[config.mk]
export PLATFORM = sky130hd
export DESIGN_NAME = id_stage_top
export DESIGN_NICKNAME = d
export VERILOG_FILES = /design/src/design/id_pkg.sv /design/src/design/operand_route.sv /design/src/design/instr_legality.sv /design/src/design/decode_handshake.sv /design/src/design/id_stage_top.sv
export SDC_FILE = /design/constraint.sdc
export NUM_CORES = 1
export LEC_CHECK = 0
export ABC_AREA = 0
export BUFFER_PORTS_ARGS = -buffer_cell sky130_fd_sc_hd__buf_2
export CAP_MARGIN = 25
export CORE_ASPECT_RATIO = 1.2
export CORE_MARGIN = 8
export CORE_UTILIZATION = 23
export CTS_BUF_LIST = sky130_fd_sc_hd__clkbuf_4 sky130_fd_sc_hd__clkbuf_8
export DETAILED_ROUTE_END_ITERATION = 8
export GPL_TIMING_DRIVEN = 0
export PLACE_DENSITY = 0.56
export SLEW_MARGIN = 30
export SYNTH_ARGS = -nofsm -noshare
export SYNTH_HDL_FRONTEND = slang
export SYNTH_SLANG_ARGS = --single-unit
[constraint.sdc]
create_clock -name clk -period 4.8 [get_ports clk]
set_input_delay 0.96 -clock clk [delete_from_list [all_inputs] [get_ports clk]]
set_output_delay 0.96 -clock clk [all_outputs]
set_load 0.01 [all_outputs]
[src/design/id_pkg.sv]
////////////////////////////////////////////////////////////
// RISC-V decode definitions shared by the decode stage
// Opcode codes are instruction bits 6:2 only
// Only the opcodes this stage classifies are listed
////////////////////////////////////////////////////////////

package id_pkg;

  typedef logic [31:0] instr_t;
  typedef logic [4:0]  reg_addr_t;
  typedef logic [4:0]  opcode_t;

  ////////////////////////////////////////////////////////////
  // Instruction field positions
  ////////////////////////////////////////////////////////////
  localparam int opc_lo    = 2;
  localparam int opc_hi    = 6;
  localparam int rd_lo     = 7;
  localparam int rd_hi     = 11;
  localparam int funct3_lo = 12;
  localparam int funct3_hi = 14;
  localparam int rs1_lo    = 15;
  localparam int rs1_hi    = 19;
  localparam int rs2_lo    = 20;
  localparam int rs2_hi    = 24;
  localparam int funct7_lo = 25;
  localparam int funct7_hi = 31;
  localparam int uimm_lo   = 12;
  localparam int uimm_hi   = 31;

  ////////////////////////////////////////////////////////////
  // Major opcodes
  ////////////////////////////////////////////////////////////
  localparam opcode_t opc_load     = 5'b00000;
  localparam opcode_t opc_misc_mem = 5'b00011;
  localparam opcode_t opc_op_imm   = 5'b00100;
  localparam opcode_t opc_auipc    = 5'b00101;
  localparam opcode_t opc_op_imm32 = 5'b00110;
  localparam opcode_t opc_store    = 5'b01000;
  localparam opcode_t opc_op       = 5'b01100;
  localparam opcode_t opc_lui      = 5'b01101;
  localparam opcode_t opc_op32     = 5'b01110;
  localparam opcode_t opc_branch   = 5'b11000;
  localparam opcode_t opc_jalr     = 5'b11001;
  localparam opcode_t opc_jal      = 5'b11011;
  localparam opcode_t opc_system   = 5'b11100;

  // Opcodes that leave a result in rd
  function automatic logic opcode_writes_rd(opcode_t opc);
    case (opc)
      opc_load, opc_op_imm, opc_auipc, opc_op_imm32, opc_op,
      opc_lui, opc_op32, opc_jalr, opc_jal, opc_system: return 1'b1;
      default: return 1'b0;
    endcase
  endfunction

  function automatic logic opcode_reads_rs1(opcode_t opc);
    case (opc)
      opc_op_imm, opc_op_imm32, opc_op, opc_op32, opc_branch,
      opc_jalr, opc_load, opc_store, opc_system: return 1'b1;
      default: return 1'b0;
    endcase
  endfunction

  function automatic logic opcode_reads_rs2(opcode_t opc);
    case (opc)
      opc_op, opc_op32, opc_branch, opc_store: return 1'b1;
      default: return 1'b0;
    endcase
  endfunction

endpackage

[src/design/operand_route.sv]
////////////////////////////////////////////////////////////
// Operand selection and forwarding flags, purely combinational
// Unknown opcodes give zero operands and no forwarding
// Flags of zero mean the register file value is used
////////////////////////////////////////////////////////////

module operand_route #(
  parameter int xlen = 32
) (
  input  id_pkg::instr_t  instr,
  input  logic [xlen-1:0] pc,
  input  logic [xlen-1:0] rs1_data,
  input  logic [xlen-1:0] rs2_data,
  input  id_pkg::instr_t  ex_instr,
  input  logic            ex_bubble,
  input  id_pkg::instr_t  wb_instr,
  input  logic            wb_bubble,
  output logic [xlen-1:0] op_a,
  output logic [xlen-1:0] op_b,
  output logic            byp_ex_a,
  output logic            byp_ex_b,
  output logic            byp_wb_a,
  output logic            byp_wb_b
);

  id_pkg::opcode_t   opc;
  id_pkg::opcode_t   ex_opc;
  id_pkg::opcode_t   wb_opc;
  id_pkg::reg_addr_t rs1;
  id_pkg::reg_addr_t rs2;
  id_pkg::reg_addr_t ex_rd;
  id_pkg::reg_addr_t wb_rd;

  logic signed [11:0] imm_i12;
  logic signed [31:0] imm_u32;
  logic [xlen-1:0]    imm_i;
  logic [xlen-1:0]    imm_u;

  logic reads_rs1;
  logic reads_rs2;
  logic ex_hit;
  logic wb_hit;

  assign opc    = instr[id_pkg::opc_hi:id_pkg::opc_lo];
  assign ex_opc = ex_instr[id_pkg::opc_hi:id_pkg::opc_lo];
  assign wb_opc = wb_instr[id_pkg::opc_hi:id_pkg::opc_lo];
  assign rs1    = instr[id_pkg::rs1_hi:id_pkg::rs1_lo];
  assign rs2    = instr[id_pkg::rs2_hi:id_pkg::rs2_lo];
  assign ex_rd  = ex_instr[id_pkg::rd_hi:id_pkg::rd_lo];
  assign wb_rd  = wb_instr[id_pkg::rd_hi:id_pkg::rd_lo];

  ////////////////////////////////////////////////////////////
  // Immediates
  ////////////////////////////////////////////////////////////
  // I immediate sits in funct7 and rs2 fields
  assign imm_i12 = instr[id_pkg::funct7_hi:id_pkg::rs2_lo];
  assign imm_u32 = {instr[id_pkg::uimm_hi:id_pkg::uimm_lo], 12'b0};

  // Signed casts extend the sign bit up to xlen
  assign imm_i = xlen'(imm_i12);
  assign imm_u = xlen'(imm_u32);

  ////////////////////////////////////////////////////////////
  // Operand select
  ////////////////////////////////////////////////////////////
  always_comb begin
    case (opc)
      id_pkg::opc_op_imm, id_pkg::opc_op_imm32, id_pkg::opc_load, id_pkg::opc_jalr: begin
        op_a = rs1_data;
        op_b = imm_i;
      end
      id_pkg::opc_auipc: begin
        op_a = pc;
        op_b = imm_u;
      end
      id_pkg::opc_lui: begin
        op_a = '0;
        op_b = imm_u;
      end
      id_pkg::opc_op, id_pkg::opc_op32, id_pkg::opc_branch, id_pkg::opc_store: begin
        op_a = rs1_data;
        op_b = rs2_data;
      end
      id_pkg::opc_system: begin
        // CSR immediate forms take the rs1 field as data
        op_a = rs1_data;
        op_b = xlen'(rs1);
      end
      default: begin
        op_a = '0;
        op_b = '0;
      end
    endcase
  end

  ////////////////////////////////////////////////////////////
  // Forwarding
  ////////////////////////////////////////////////////////////
  assign reads_rs1 = id_pkg::opcode_reads_rs1(opc);
  assign reads_rs2 = id_pkg::opcode_reads_rs2(opc);

  // x0 may carry junk in flight so rd of zero never forwards
  assign ex_hit = !ex_bubble && (ex_rd != '0) && id_pkg::opcode_writes_rd(ex_opc);
  assign wb_hit = !wb_bubble && (wb_rd != '0) && id_pkg::opcode_writes_rd(wb_opc);

  assign byp_ex_a = reads_rs1 && ex_hit && (rs1 == ex_rd);
  assign byp_ex_b = reads_rs2 && ex_hit && (rs2 == ex_rd);
  assign byp_wb_a = reads_rs1 && wb_hit && (rs1 == wb_rd);
  assign byp_wb_b = reads_rs2 && wb_hit && (rs2 == wb_rd);

endmodule

[src/design/instr_legality.sv]
////////////////////////////////////////////////////////////
// Illegal instruction check for RV32I/RV64I and M
// Every CSR access and every xRET is reported illegal
// Compressed encodings are not supported
////////////////////////////////////////////////////////////

module instr_legality #(
  parameter int xlen       = 32,
  parameter int has_muldiv = 1
) (
  input  id_pkg::instr_t instr,
  output logic           illegal
);

  localparam bit is_rv64   = (xlen == 64);
  localparam bit muldiv_en = (has_muldiv != 0);

  localparam id_pkg::instr_t ecall  = 32'h0000_0073;
  localparam id_pkg::instr_t ebreak = 32'h0010_0073;

  id_pkg::opcode_t opc;
  logic [2:0]      funct3;
  logic [6:0]      funct7;
  logic            legal;

  assign opc    = instr[id_pkg::opc_hi:id_pkg::opc_lo];
  assign funct3 = instr[id_pkg::funct3_hi:id_pkg::funct3_lo];
  assign funct7 = instr[id_pkg::funct7_hi:id_pkg::funct7_lo];

  always_comb begin
    case (opc)
      id_pkg::opc_lui, id_pkg::opc_auipc, id_pkg::opc_jal: legal = 1'b1;
      id_pkg::opc_jalr:     legal = (funct3 == 3'b000);
      id_pkg::opc_branch:   legal = (funct3 != 3'b010) && (funct3 != 3'b011);
      id_pkg::opc_misc_mem: legal = (funct3 == 3'b000) || (funct3 == 3'b001);
      id_pkg::opc_system:   legal = (instr == ecall) || (instr == ebreak);
      id_pkg::opc_op_imm: begin
        // Shift amount bit 5 lives in funct7 bit 0
        case (funct3)
          3'b001:  legal = (funct7[6:1] == 6'b000000) && (is_rv64 || !funct7[0]);
          3'b101:  legal = ((funct7[6:1] == 6'b000000) || (funct7[6:1] == 6'b010000)) &&
                           (is_rv64 || !funct7[0]);
          default: legal = 1'b1;
        endcase
      end
      id_pkg::opc_op: begin
        case (funct7)
          7'b0000000: legal = 1'b1;
          7'b0100000: legal = (funct3 == 3'b000) || (funct3 == 3'b101);
          7'b0000001: legal = muldiv_en;
          default:    legal = 1'b0;
        endcase
      end
      id_pkg::opc_op_imm32: begin
        case (funct3)
          3'b000:  legal = is_rv64;
          3'b001:  legal = is_rv64 && (funct7 == 7'b0000000);
          3'b101:  legal = is_rv64 && ((funct7 == 7'b0000000) || (funct7 == 7'b0100000));
          default: legal = 1'b0;
        endcase
      end
      id_pkg::opc_op32: begin
        // MULW, DIVW, DIVUW, REMW and REMUW
        case (funct7)
          7'b0000000: legal = is_rv64 && (funct3 == 3'b000 || funct3 == 3'b001 ||
                                          funct3 == 3'b101);
          7'b0100000: legal = is_rv64 && (funct3 == 3'b000 || funct3 == 3'b101);
          7'b0000001: legal = is_rv64 && muldiv_en && (funct3 == 3'b000 || funct3[2]);
          default:    legal = 1'b0;
        endcase
      end
      id_pkg::opc_load: begin
        case (funct3)
          3'b000, 3'b001, 3'b010, 3'b100, 3'b101: legal = 1'b1;
          3'b011, 3'b110: legal = is_rv64;
          default:        legal = 1'b0;
        endcase
      end
      id_pkg::opc_store: legal = (funct3 <= 3'b010) || (is_rv64 && funct3 == 3'b011);
      default:           legal = 1'b0;
    endcase
  end

  // Low opcode bits must be 11 without the C extension
  assign illegal = !legal || (instr[1:0] != 2'b11);

endmodule

[src/design/decode_handshake.sv]
////////////////////////////////////////////////////////////
// Four-phase req/ack on both sides, one item in flight
// Capture needs both sides idle, outputs hold until release
////////////////////////////////////////////////////////////

module decode_handshake #(
  parameter int xlen = 32
) (
  input  logic            clk,
  input  logic            rst_n,
  input  logic            in_req,
  input  logic            out_ack,
  input  logic [xlen-1:0] route_op_a,
  input  logic [xlen-1:0] route_op_b,
  input  logic            route_byp_ex_a,
  input  logic            route_byp_ex_b,
  input  logic            route_byp_wb_a,
  input  logic            route_byp_wb_b,
  input  logic            route_illegal,
  output logic            in_ack,
  output logic            out_req,
  output logic [xlen-1:0] op_a,
  output logic [xlen-1:0] op_b,
  output logic            byp_ex_a,
  output logic            byp_ex_b,
  output logic            byp_wb_a,
  output logic            byp_wb_b,
  output logic            illegal
);

  logic capture;

  // Both handshakes must be back at rest before a new item
  assign capture = in_req && !in_ack && !out_req && !out_ack;

  ////////////////////////////////////////////////////////////
  // Handshake control
  ////////////////////////////////////////////////////////////
  always_ff @(posedge clk) begin
    if (!rst_n) begin
      in_ack  <= 1'b0;
      out_req <= 1'b0;
    end else begin
      if (capture) begin
        in_ack <= 1'b1;
      end else if (in_ack && !in_req) begin
        in_ack <= 1'b0;
      end

      if (capture) begin
        out_req <= 1'b1;
      end else if (out_req && out_ack) begin
        out_req <= 1'b0;
      end
    end
  end

  ////////////////////////////////////////////////////////////
  // Result register
  ////////////////////////////////////////////////////////////
  always_ff @(posedge clk) begin
    if (!rst_n) begin
      op_a     <= '0;
      op_b     <= '0;
      byp_ex_a <= 1'b0;
      byp_ex_b <= 1'b0;
      byp_wb_a <= 1'b0;
      byp_wb_b <= 1'b0;
      illegal  <= 1'b0;
    end else if (capture) begin
      op_a     <= route_op_a;
      op_b     <= route_op_b;
      byp_ex_a <= route_byp_ex_a;
      byp_ex_b <= route_byp_ex_b;
      byp_wb_a <= route_byp_wb_a;
      byp_wb_b <= route_byp_wb_b;
      illegal  <= route_illegal;
    end
  end

endmodule

[src/design/id_stage_top.sv]
////////////////////////////////////////////////////////////
// Decode stage operand side, xlen is 32 or 64
// Inputs must stay stable while in_req is high
////////////////////////////////////////////////////////////

module id_stage_top #(
  parameter int xlen       = 32,
  parameter int has_muldiv = 1
) (
  input  logic            clk,
  input  logic            rst_n,
  input  logic            in_req,
  input  id_pkg::instr_t  instr,
  input  logic [xlen-1:0] pc,
  input  logic [xlen-1:0] rs1_data,
  input  logic [xlen-1:0] rs2_data,
  input  id_pkg::instr_t  ex_instr,
  input  logic            ex_bubble,
  input  id_pkg::instr_t  wb_instr,
  input  logic            wb_bubble,
  input  logic            out_ack,
  output logic            in_ack,
  output logic            out_req,
  output logic [xlen-1:0] op_a,
  output logic [xlen-1:0] op_b,
  output logic            byp_ex_a,
  output logic            byp_ex_b,
  output logic            byp_wb_a,
  output logic            byp_wb_b,
  output logic            illegal
);

  logic [xlen-1:0] route_op_a;
  logic [xlen-1:0] route_op_b;
  logic            route_byp_ex_a;
  logic            route_byp_ex_b;
  logic            route_byp_wb_a;
  logic            route_byp_wb_b;
  logic            route_illegal;

  // Router and checker both look at the incoming instruction
  operand_route #(
    .xlen(xlen)
  ) i_operand_route (
    .instr    (instr),
    .pc       (pc),
    .rs1_data (rs1_data),
    .rs2_data (rs2_data),
    .ex_instr (ex_instr),
    .ex_bubble(ex_bubble),
    .wb_instr (wb_instr),
    .wb_bubble(wb_bubble),
    .op_a     (route_op_a),
    .op_b     (route_op_b),
    .byp_ex_a (route_byp_ex_a),
    .byp_ex_b (route_byp_ex_b),
    .byp_wb_a (route_byp_wb_a),
    .byp_wb_b (route_byp_wb_b)
  );

  instr_legality #(
    .xlen      (xlen),
    .has_muldiv(has_muldiv)
  ) i_instr_legality (
    .instr  (instr),
    .illegal(route_illegal)
  );

  decode_handshake #(
    .xlen(xlen)
  ) i_decode_handshake (
    .clk           (clk),
    .rst_n         (rst_n),
    .in_req        (in_req),
    .out_ack       (out_ack),
    .route_op_a    (route_op_a),
    .route_op_b    (route_op_b),
    .route_byp_ex_a(route_byp_ex_a),
    .route_byp_ex_b(route_byp_ex_b),
    .route_byp_wb_a(route_byp_wb_a),
    .route_byp_wb_b(route_byp_wb_b),
    .route_illegal (route_illegal),
    .in_ack        (in_ack),
    .out_req       (out_req),
    .op_a          (op_a),
    .op_b          (op_b),
    .byp_ex_a      (byp_ex_a),
    .byp_ex_b      (byp_ex_b),
    .byp_wb_a      (byp_wb_a),
    .byp_wb_b      (byp_wb_b),
    .illegal       (illegal)
  );

endmodule

==> implementation parameters, run 1 <==
Parameter                              Value

Route
  Antenna viol nets, final    0
  1st-pass router iterations    5
  Total routed wirelength    17630 um
  Routed len/inst    19.20 um
  Drc violations    0
  Via-per-instance ratio    4.883
  First DRT Iteration DRCs    276
  Via count of the routed design    4483

Logic synthesis
  Cell types with the highest counts after synthesis    dfxtp_1 (71), nand2_1 (43), nor2_1 (38)
  Top cells by area, synth    dfxtp_1 (33%), a221oi_2 (9.8%), nor3b_2 (8.2%)
  Cell area after technology mapping    4288 um^2
  Most instantiated flip-flop cell in the synthesis netlist    dfxtp_1
  Number of synthesis warnings    0
  Sequential element share of the synthesized area    33.15%
  Number of enable flip-flop cells after synthesis    0
  Average footprint of a synthesized cell    9.362 um^2
  Area share of the leading cell type in the synthesized netlist    33.15%
  Instance count of the mapped netlist    458
  Syn nets    656
  Share of flip-flops with an asynchronous set or reset after synthesis    0%
  Number of synthesized register bits    71
  Number of distinct library cell variants in the gate-level netlist after synthesis    54
  Most frequent cell after synthesis    dfxtp_1
  Post-synthesis cell type with the largest combined area    dfxtp_1

Clock network
  Clock sink count    71
  H-tree depth reported by CTS    3
  Clk Latency, worst-skew pair    0.38 ns
  Clock slew at reported path FFs    0.08 ns
  Hold Buf Count CTS    0
  Post-cts repair resize count    0
  Clk Tree Root Cell    clkbuf_8
  TritonCTS clock tree    yes
  Post-CTS repair timing setup buffer count    0
  CTS buffer count    9
  Maximum number of buffers from clock root to sink    2

Floorplanning
  Area inside the core boundary    18240 um^2
  Die Y-Extent    165.6 um
  Die Wd    140.6 um
  Die Area    23290 um^2
  Number of top-level pins    269
  Row Count    54
  Starting Density    23.50%

STA
  FMAX    436.0 MHz
  # setup viols final    0
  Worst slew margin relative to its limit    55.00%
  Setup repair after global routing missed its margin    no
  Slew @ Worst Pin    0.6750 ns
  Fin. max-slew vios    0
  Final critical delay including setup and external delays    2.293 ns
  Final sum of negative setup slack    0 ns
  Final period util    47.78%
  Post-Route Skew    0.007340 ns
  Total count of hold-check failures in the final report    0
  Final setup slack of the worst path    2.507 ns

Global routing
  Total overflow reported by the global router    0
  GRT Total Usage    14.85%
  Wire length of the first global-routing pass    26740 um
  Pin count of the biggest net entering global routing    13
  Number of global-route vias before repair    4677
  Number of antenna violations at the first check in global routing    0

Worst setup path
  Capture point of the critical path    i_decode_handshake.op_b[20]
  Start point of the critical path    instr[6]
  Element type at the critical path start    primary input
  Start of the worst register-to-register path    i_decode_handshake.out_req
  Data arrival time at the worst-slack endpoint    2.60 ns
  Data required time of the worst path    5.11 ns
  Worst Path Class, Setup    in2reg
  Worst reg-to-reg setup slack    2.90 ns
  Element type at the critical path end    flip-flop
  Register-to-Register Path Depth    6
  Peak fanout along the critical path    10
  Endpoint of the most critical register-to-register path    i_decode_handshake.op_a[8]

Final layout
  # diodes    0
  Area Overhead vs Synth    36.91%
  Filler cell count in the final layout    1954
  Share of layout cells above drive strength 1    46.83%
  Nets    888

Power
  Leakage power    2.544 nW
  Power density cells    250.6 nW/um^2
  Worst voltage drop across the vdd grid    0.0001083 V

Place
  RePlAce Congestion    0.7785
  Estimated wirelength of the detail-placed design    14290 um
  Pre-CTS setup slack    2.077 ns
  Port buffer count    221

Flow run
  # Max-Cap Violations    0

Min path
  Min-delay worst type    reg2reg

Outcome
  Run status    complete, no violations
[final cells by class]
type	instances	area, um^2	area share (%)
inverter	2	7.507	0.1279
multi-input combinational	341	2585	44.03
sequential	71	1421	24.21
timing repair buffer	221	1106	18.84
tap	224	280.3	4.774
clock buffer	10	137.6	2.344
buffer	44	274.0	4.668
clock inverter	5	58.81	1.002
[registers in the layout, summed over array words and instances, names as in the netlist]
name,flops
i_decode_handshake.out_req,1
i_decode_handshake.in_ack,1
i_decode_handshake.byp_wb_b,1
i_decode_handshake.op_a,32
i_decode_handshake.byp_ex_b,1
i_decode_handshake.op_b,32
i_decode_handshake.illegal,1
i_decode_handshake.byp_ex_a,1
i_decode_handshake.byp_wb_a,1
[worst min-delay path by stage]
| stage | from | slack [ns] | cells after the start | to |
|---|---|---|---|---|
| floorplan | i_decode_handshake.byp_ex_a | 0.48 | 2 | i_decode_handshake.byp_ex_a |
| global placement | i_decode_handshake.byp_ex_a | 0.44 | 2 | i_decode_handshake.byp_ex_a |
| detailed placement | i_decode_handshake.byp_ex_a | 0.44 | 2 | i_decode_handshake.byp_ex_a |
| CTS | i_decode_handshake.byp_ex_a | 0.45 | 2 | i_decode_handshake.byp_ex_a |
| global route | i_decode_handshake.byp_ex_b | 0.48 | 2 | i_decode_handshake.byp_ex_b |
| finish | i_decode_handshake.byp_ex_a | 0.45 | 2 | i_decode_handshake.byp_ex_a |
[cell families after synthesis]
group / share of synthesized area (%)
buffers and inverters: 6.565
AND/OR/NAND/NOR: 28.13
flip-flops: 33.15
AO/OA/AOI/OAI: 27.87
XOR/XNOR: 4.290
[where the power goes]
group / total (mW) / internal, mW / switching, mW
logic: 0.339 / 0.150 / 0.189
registers: 0.623 / 0.612 / 0.0110
clock network: 0.509 / 0.251 / 0.258
total: 1.47 / 1.01 / 0.458
[per-layer routing]
metal	track usage, %	vias up	part of all wire, %
met5	0	-	0
met4	5.137	0	1.6
met3	4.573	20	8.2
li1	-	2191	-
met2	24.75	197	47
met1	17.81	2075	43
[layout by cell type, fill, tap and decap left out, types with 3 or more instances in the layout]
cell type  count
a21boi_0       4
a21boi_1       3
a221oi_1       6
a221oi_2      28
a222oi_1      24
a22oi_1        6
and2_1        34
buf_2        230
buf_4          4
buf_6         11
clkbuf_1      20
clkbuf_8      10
dfxtp_1       71
nand2_1       43
nand3_1        5
nand4_1        7
nor2_1        38
nor2b_1        4
nor3_1        11
nor3b_1        7
nor3b_2       28
nor4_1         4
o21ai_0        6
o21ai_1       29
xnor2_1       12
xor2_1         9
[critical path, stage by stage]
cell	delay, ns
buf_2	0.11
buf_4	0.17
or2_1	0.26
o32ai_4	0.38
buf_2	0.32
a222oi_1	0.12
o21ai_1	0.14
and2_1	0.13
[stage by stage]
stage / util (%) / std cells / power [mW] / cell area [um^2] / hold slack [ns]
3_5_place_dp: 31.10 / 903 / 0.9793 / 5674 / 0.4429
3_3_place_gp: 31.10 / 903 / 0.9772 / 5674 / 0.4368
2_1_floorplan: - / 458 / 0.8197 / 4288 / 0.4750
5_1_grt: 32.18 / 918 / 1.551 / 5871 / 0.4845
4_1_cts: 32.18 / 918 / 1.499 / 5871 / 0.4529
6_report: 32.18 / 918 / 1.471 / 5871 / 0.4505
Power figures use the tool's default switching activity.
==> inputs of run 2 (changes only) <==
--- a/config.mk
+++ b/config.mk
@@ -14,7 +14,7 @@
 export CTS_BUF_LIST = sky130_fd_sc_hd__clkbuf_4 sky130_fd_sc_hd__clkbuf_8
 export DETAILED_ROUTE_END_ITERATION = 8
 export GPL_TIMING_DRIVEN = 0
-export PLACE_DENSITY = 0.56
+export PLACE_DENSITY = 0.58
 export SLEW_MARGIN = 30
 export SYNTH_ARGS = -nofsm -noshare
 export SYNTH_HDL_FRONTEND = slang
==> constraint.sdc (replaced) <==
create_clock -name clk -period 2.1 [get_ports clk]
set_input_delay 0.42 -clock clk [delete_from_list [all_inputs] [get_ports clk]]
set_output_delay 0.42 -clock clk [all_outputs]
set_load 0.01 [all_outputs]
==> run 2 against run 1 <==
  * Cell count increased by 0.11%
  * Clock skew increased by 0.010 ns
  * Power increased by 140%
  * Clock-buffer cell count increased by 2
  * Sequential share of layout area decreased by 0.16 points
  * Non-clock buffer count unchanged
  * Setup slack got worse by 2.3 ns
  * Worst hold slack got worse by 0.22 ns
  * First-iteration DRC count decreased by 1.4%
  * Sequential cell count unchanged
  * Critical path type is now reg2reg
  * Largest power group unchanged
==> implementation parameters, run 2 (synthesis results as in run 1) <==
Parameter                              Value

STA
  Slew @ Worst Pin    0.6291 ns (-0.04585 ns)
  Worst slew margin relative to its limit    58.06% (+3.1 points)
  Setup repair after global routing missed its margin    no
  Worst hold margin    0.2327 ns (-0.2178 ns)
  Fin. max-slew vios    0 (unchanged)
  Post-Route Skew    0.01781 ns (+0.01047 ns)
  Final period util    89.85%
  FMAX    530.0 MHz
  Final setup slack of the worst path    0.2132 ns (-2.293 ns)
  Final critical delay including setup and external delays    1.887 ns
  Total count of hold-check failures in the final report    0 (unchanged)
  # setup viols final    0 (unchanged)

Clock network
  TritonCTS clock tree    yes
  Maximum number of buffers from clock root to sink    2 (unchanged)
  Clk Tree Root Cell    clkbuf_8
  H-tree depth reported by CTS    3 (unchanged)
  Clk Latency, worst-skew pair    0.36 ns (-0.02 ns)
  Clock slew at reported path FFs    0.09 ns (about the same)
  CTS buffer count    9 (unchanged)
  Clock sink count    71 (unchanged)

Global routing
  Wire length of the first global-routing pass    26730 um (about the same)
  Number of global-route vias before repair    4701 (+0.51%)
  Met2 global-route usage    25.06% (+0.31 points)
  Layer carrying the most global-route usage    met2
  Pin count of the biggest net entering global routing    13 (unchanged)
  Routing usage on met3    4.832% (+0.26 points)
  GR met1 Demand/Resource    17.28% (-0.53 points)
  GRT Total Usage    14.80% (-0.056 points)
  Number of antenna violations at the first check in global routing    0 (unchanged)
  Total overflow reported by the global router    0 (unchanged)

Final layout
  Most common cell after layout, fill and taps aside    buf_2
  Area Overhead vs Synth    37.82%
  # diodes    0 (unchanged)
  Commonest cells after routing, fill and taps aside    buf_2 (230), dfxtp_1 (71), nand2_1 (43)
  Filler cell count in the final layout    1973 (+0.97%)
  Share of layout cells above drive strength 1    46.91% (+0.077 points)
  Registers with the most flip-flops    i_decode_handshake.op_a x32, i_decode_handshake.op_b x32
  Nets    888 (unchanged)

Worst setup path
  CP Cell Sequence    nor2b_1 > and2_1 > buf_2 > clkbuf_1 > nor2_1 > nor3b_2
  Worst Path Class, Setup    reg2reg
  Worst reg-to-reg setup slack    0.21 ns (-2.69 ns)
  Buf+Inv Stages, Crit Path    2 (-1)
  Delay of the slowest cell on the worst path    0.43 ns (+0.05 ns)
  Cell family with the largest share of critical-path delay    simple AND/OR/NAND/NOR gates
  Element type at the critical path end    flip-flop
  Data arrival time at the worst-slack endpoint    2.16 ns (-0.44 ns)
  Peak fanout along the critical path    10 (unchanged)
  Element type at the critical path start    flip-flop
  CP max-delay cell    clkbuf_1
  Data required time of the worst path    2.38 ns (-2.73 ns)

Place
  Pre-CTS setup slack    -0.05596 ns (-2.132 ns)
  Port buffer count    221 (unchanged)
  Estimated wirelength of the detail-placed design    14380 um (+0.59%)
  RePlAce Congestion    0.8311 (+6.8%)

Route
  1st-pass router iterations    6 (+1)
  First DRT Iteration DRCs    272 (-1.4%)
  Total routed wirelength    17580 um (-0.26%)
  Antenna viol nets, final    0 (unchanged)
  Drc violations    0 (unchanged)
  Via count of the routed design    4515 (+0.71%)
  Via-per-instance ratio    4.913 (+0.60%)
  Routed len/inst    19.13 um (-0.36%)

Power
  Proportion of power drawn by the clock network    37.4% (+2.8 points)
  Worst voltage drop across the vdd grid    0.0003007 V (+180%)
  Combinational share of power    22.0% (-1.0 points)
  Sequential share of power    40.6% (-1.8 points)
  Sw Share    29.00% (-2.1 points)
  Power density cells    594.5 nW/um^2 (+140%)
  Switching power of the nets    1.019 mW (+120%)
  Leakage power    2.566 nW (+0.88%)
  Internal power summed over all cells    2.494 mW (+150%)

Floorplanning
  Number of top-level pins    269 (unchanged)
  Die Y-Extent    165.6 um (unchanged)
  Die Wd    140.6 um (unchanged)
  Die Area    23290 um^2 (unchanged)
  Row Count    54 (unchanged)
  Area inside the core boundary    18240 um^2 (unchanged)
  Starting Density    23.50% (unchanged)

Outcome
  Run status    complete, no violations

Flow run
  # Max-Cap Violations    0 (unchanged)

Min path
  Min-delay worst type    in2reg
==> run 2: changes by cell type in the layout (fill, tap and decap cells not counted), sizes merged <==
cell	delta
bufinv	+1
inv	+1
clkinvlp	-1
buf	+1
clkinv	-2
clkbuf	+1
==> run 2: power by group through the flow <==
stage,registers (mW),clock network [mW],logic [mW]
3_5_place_dp,1.46,0,0.783
3_3_place_gp,1.46,0,0.775
4_1_cts,1.43,1.38,0.785
5_1_grt,1.43,1.43,0.848
2_1_floorplan,1.48,0,0.391
6_report,1.43,1.32,0.772
==> run 2: worst register-to-register path, delay by kind of cell, from the launching register on <==
kind | cells | cell delay (ns)
buf+inv | 2 | 0.73
simple gates | 4 | 0.74
flops | 1 | 0.33
==> run 2: what timing repair did <==
item / in CTS / in global routing
resized for setup: 0 / 1
hold buffers: 0 / 0
buffers inserted: 0 / 0
setup endpoints to repair: 0 / 1
==> run 2: final cells by class <==
class / count / area, um^2 / share of cell area, %
timing repair buffer: 221 / 1106 / 18.72
clock inverter: 4 / 76.32 / 1.292
clock buffer: 12 / 158.9 / 2.689
sequential: 71 / 1421 / 24.05
inverter: 2 / 7.507 / 0.1270
buffer: 44 / 274.0 / 4.637
multi-input combinational: 341 / 2585 / 43.74
tap: 224 / 280.3 / 4.743
==> run 2: final timing paths <==
kind,start,endpoint,cells after the start
hold / removal,out_ack,i_decode_handshake.out_req,2
setup reg to reg,i_decode_handshake.in_ack,i_decode_handshake.op_a[14],6
hold reg to reg,i_decode_handshake.byp_wb_a,i_decode_handshake.byp_wb_a,2
setup / recovery,i_decode_handshake.in_ack,i_decode_handshake.op_a[14],6
==> run 2: through the flow <==
stage	TNS, ns	util, %	instance area [um^2]	power (mW)	std cells
floorplan	0	-	4288	1.874	458
global placement	-0.5448	31.10	5674	2.231	903
detailed placement	-0.4999	31.10	5674	2.240	903
CTS	0	32.39	5909	3.594	919
global route	0	32.39	5909	3.712	919
finish	0	32.39	5909	3.513	919
==> run 2: routing by layer <==
layer | vias to the layer above | routed length [um]
li1 | 2188 | -
met1 | 2100 | 7329
met5 | - | 0
met4 | 0 | 317
met3 | 20 | 1494
met2 | 207 | 8441
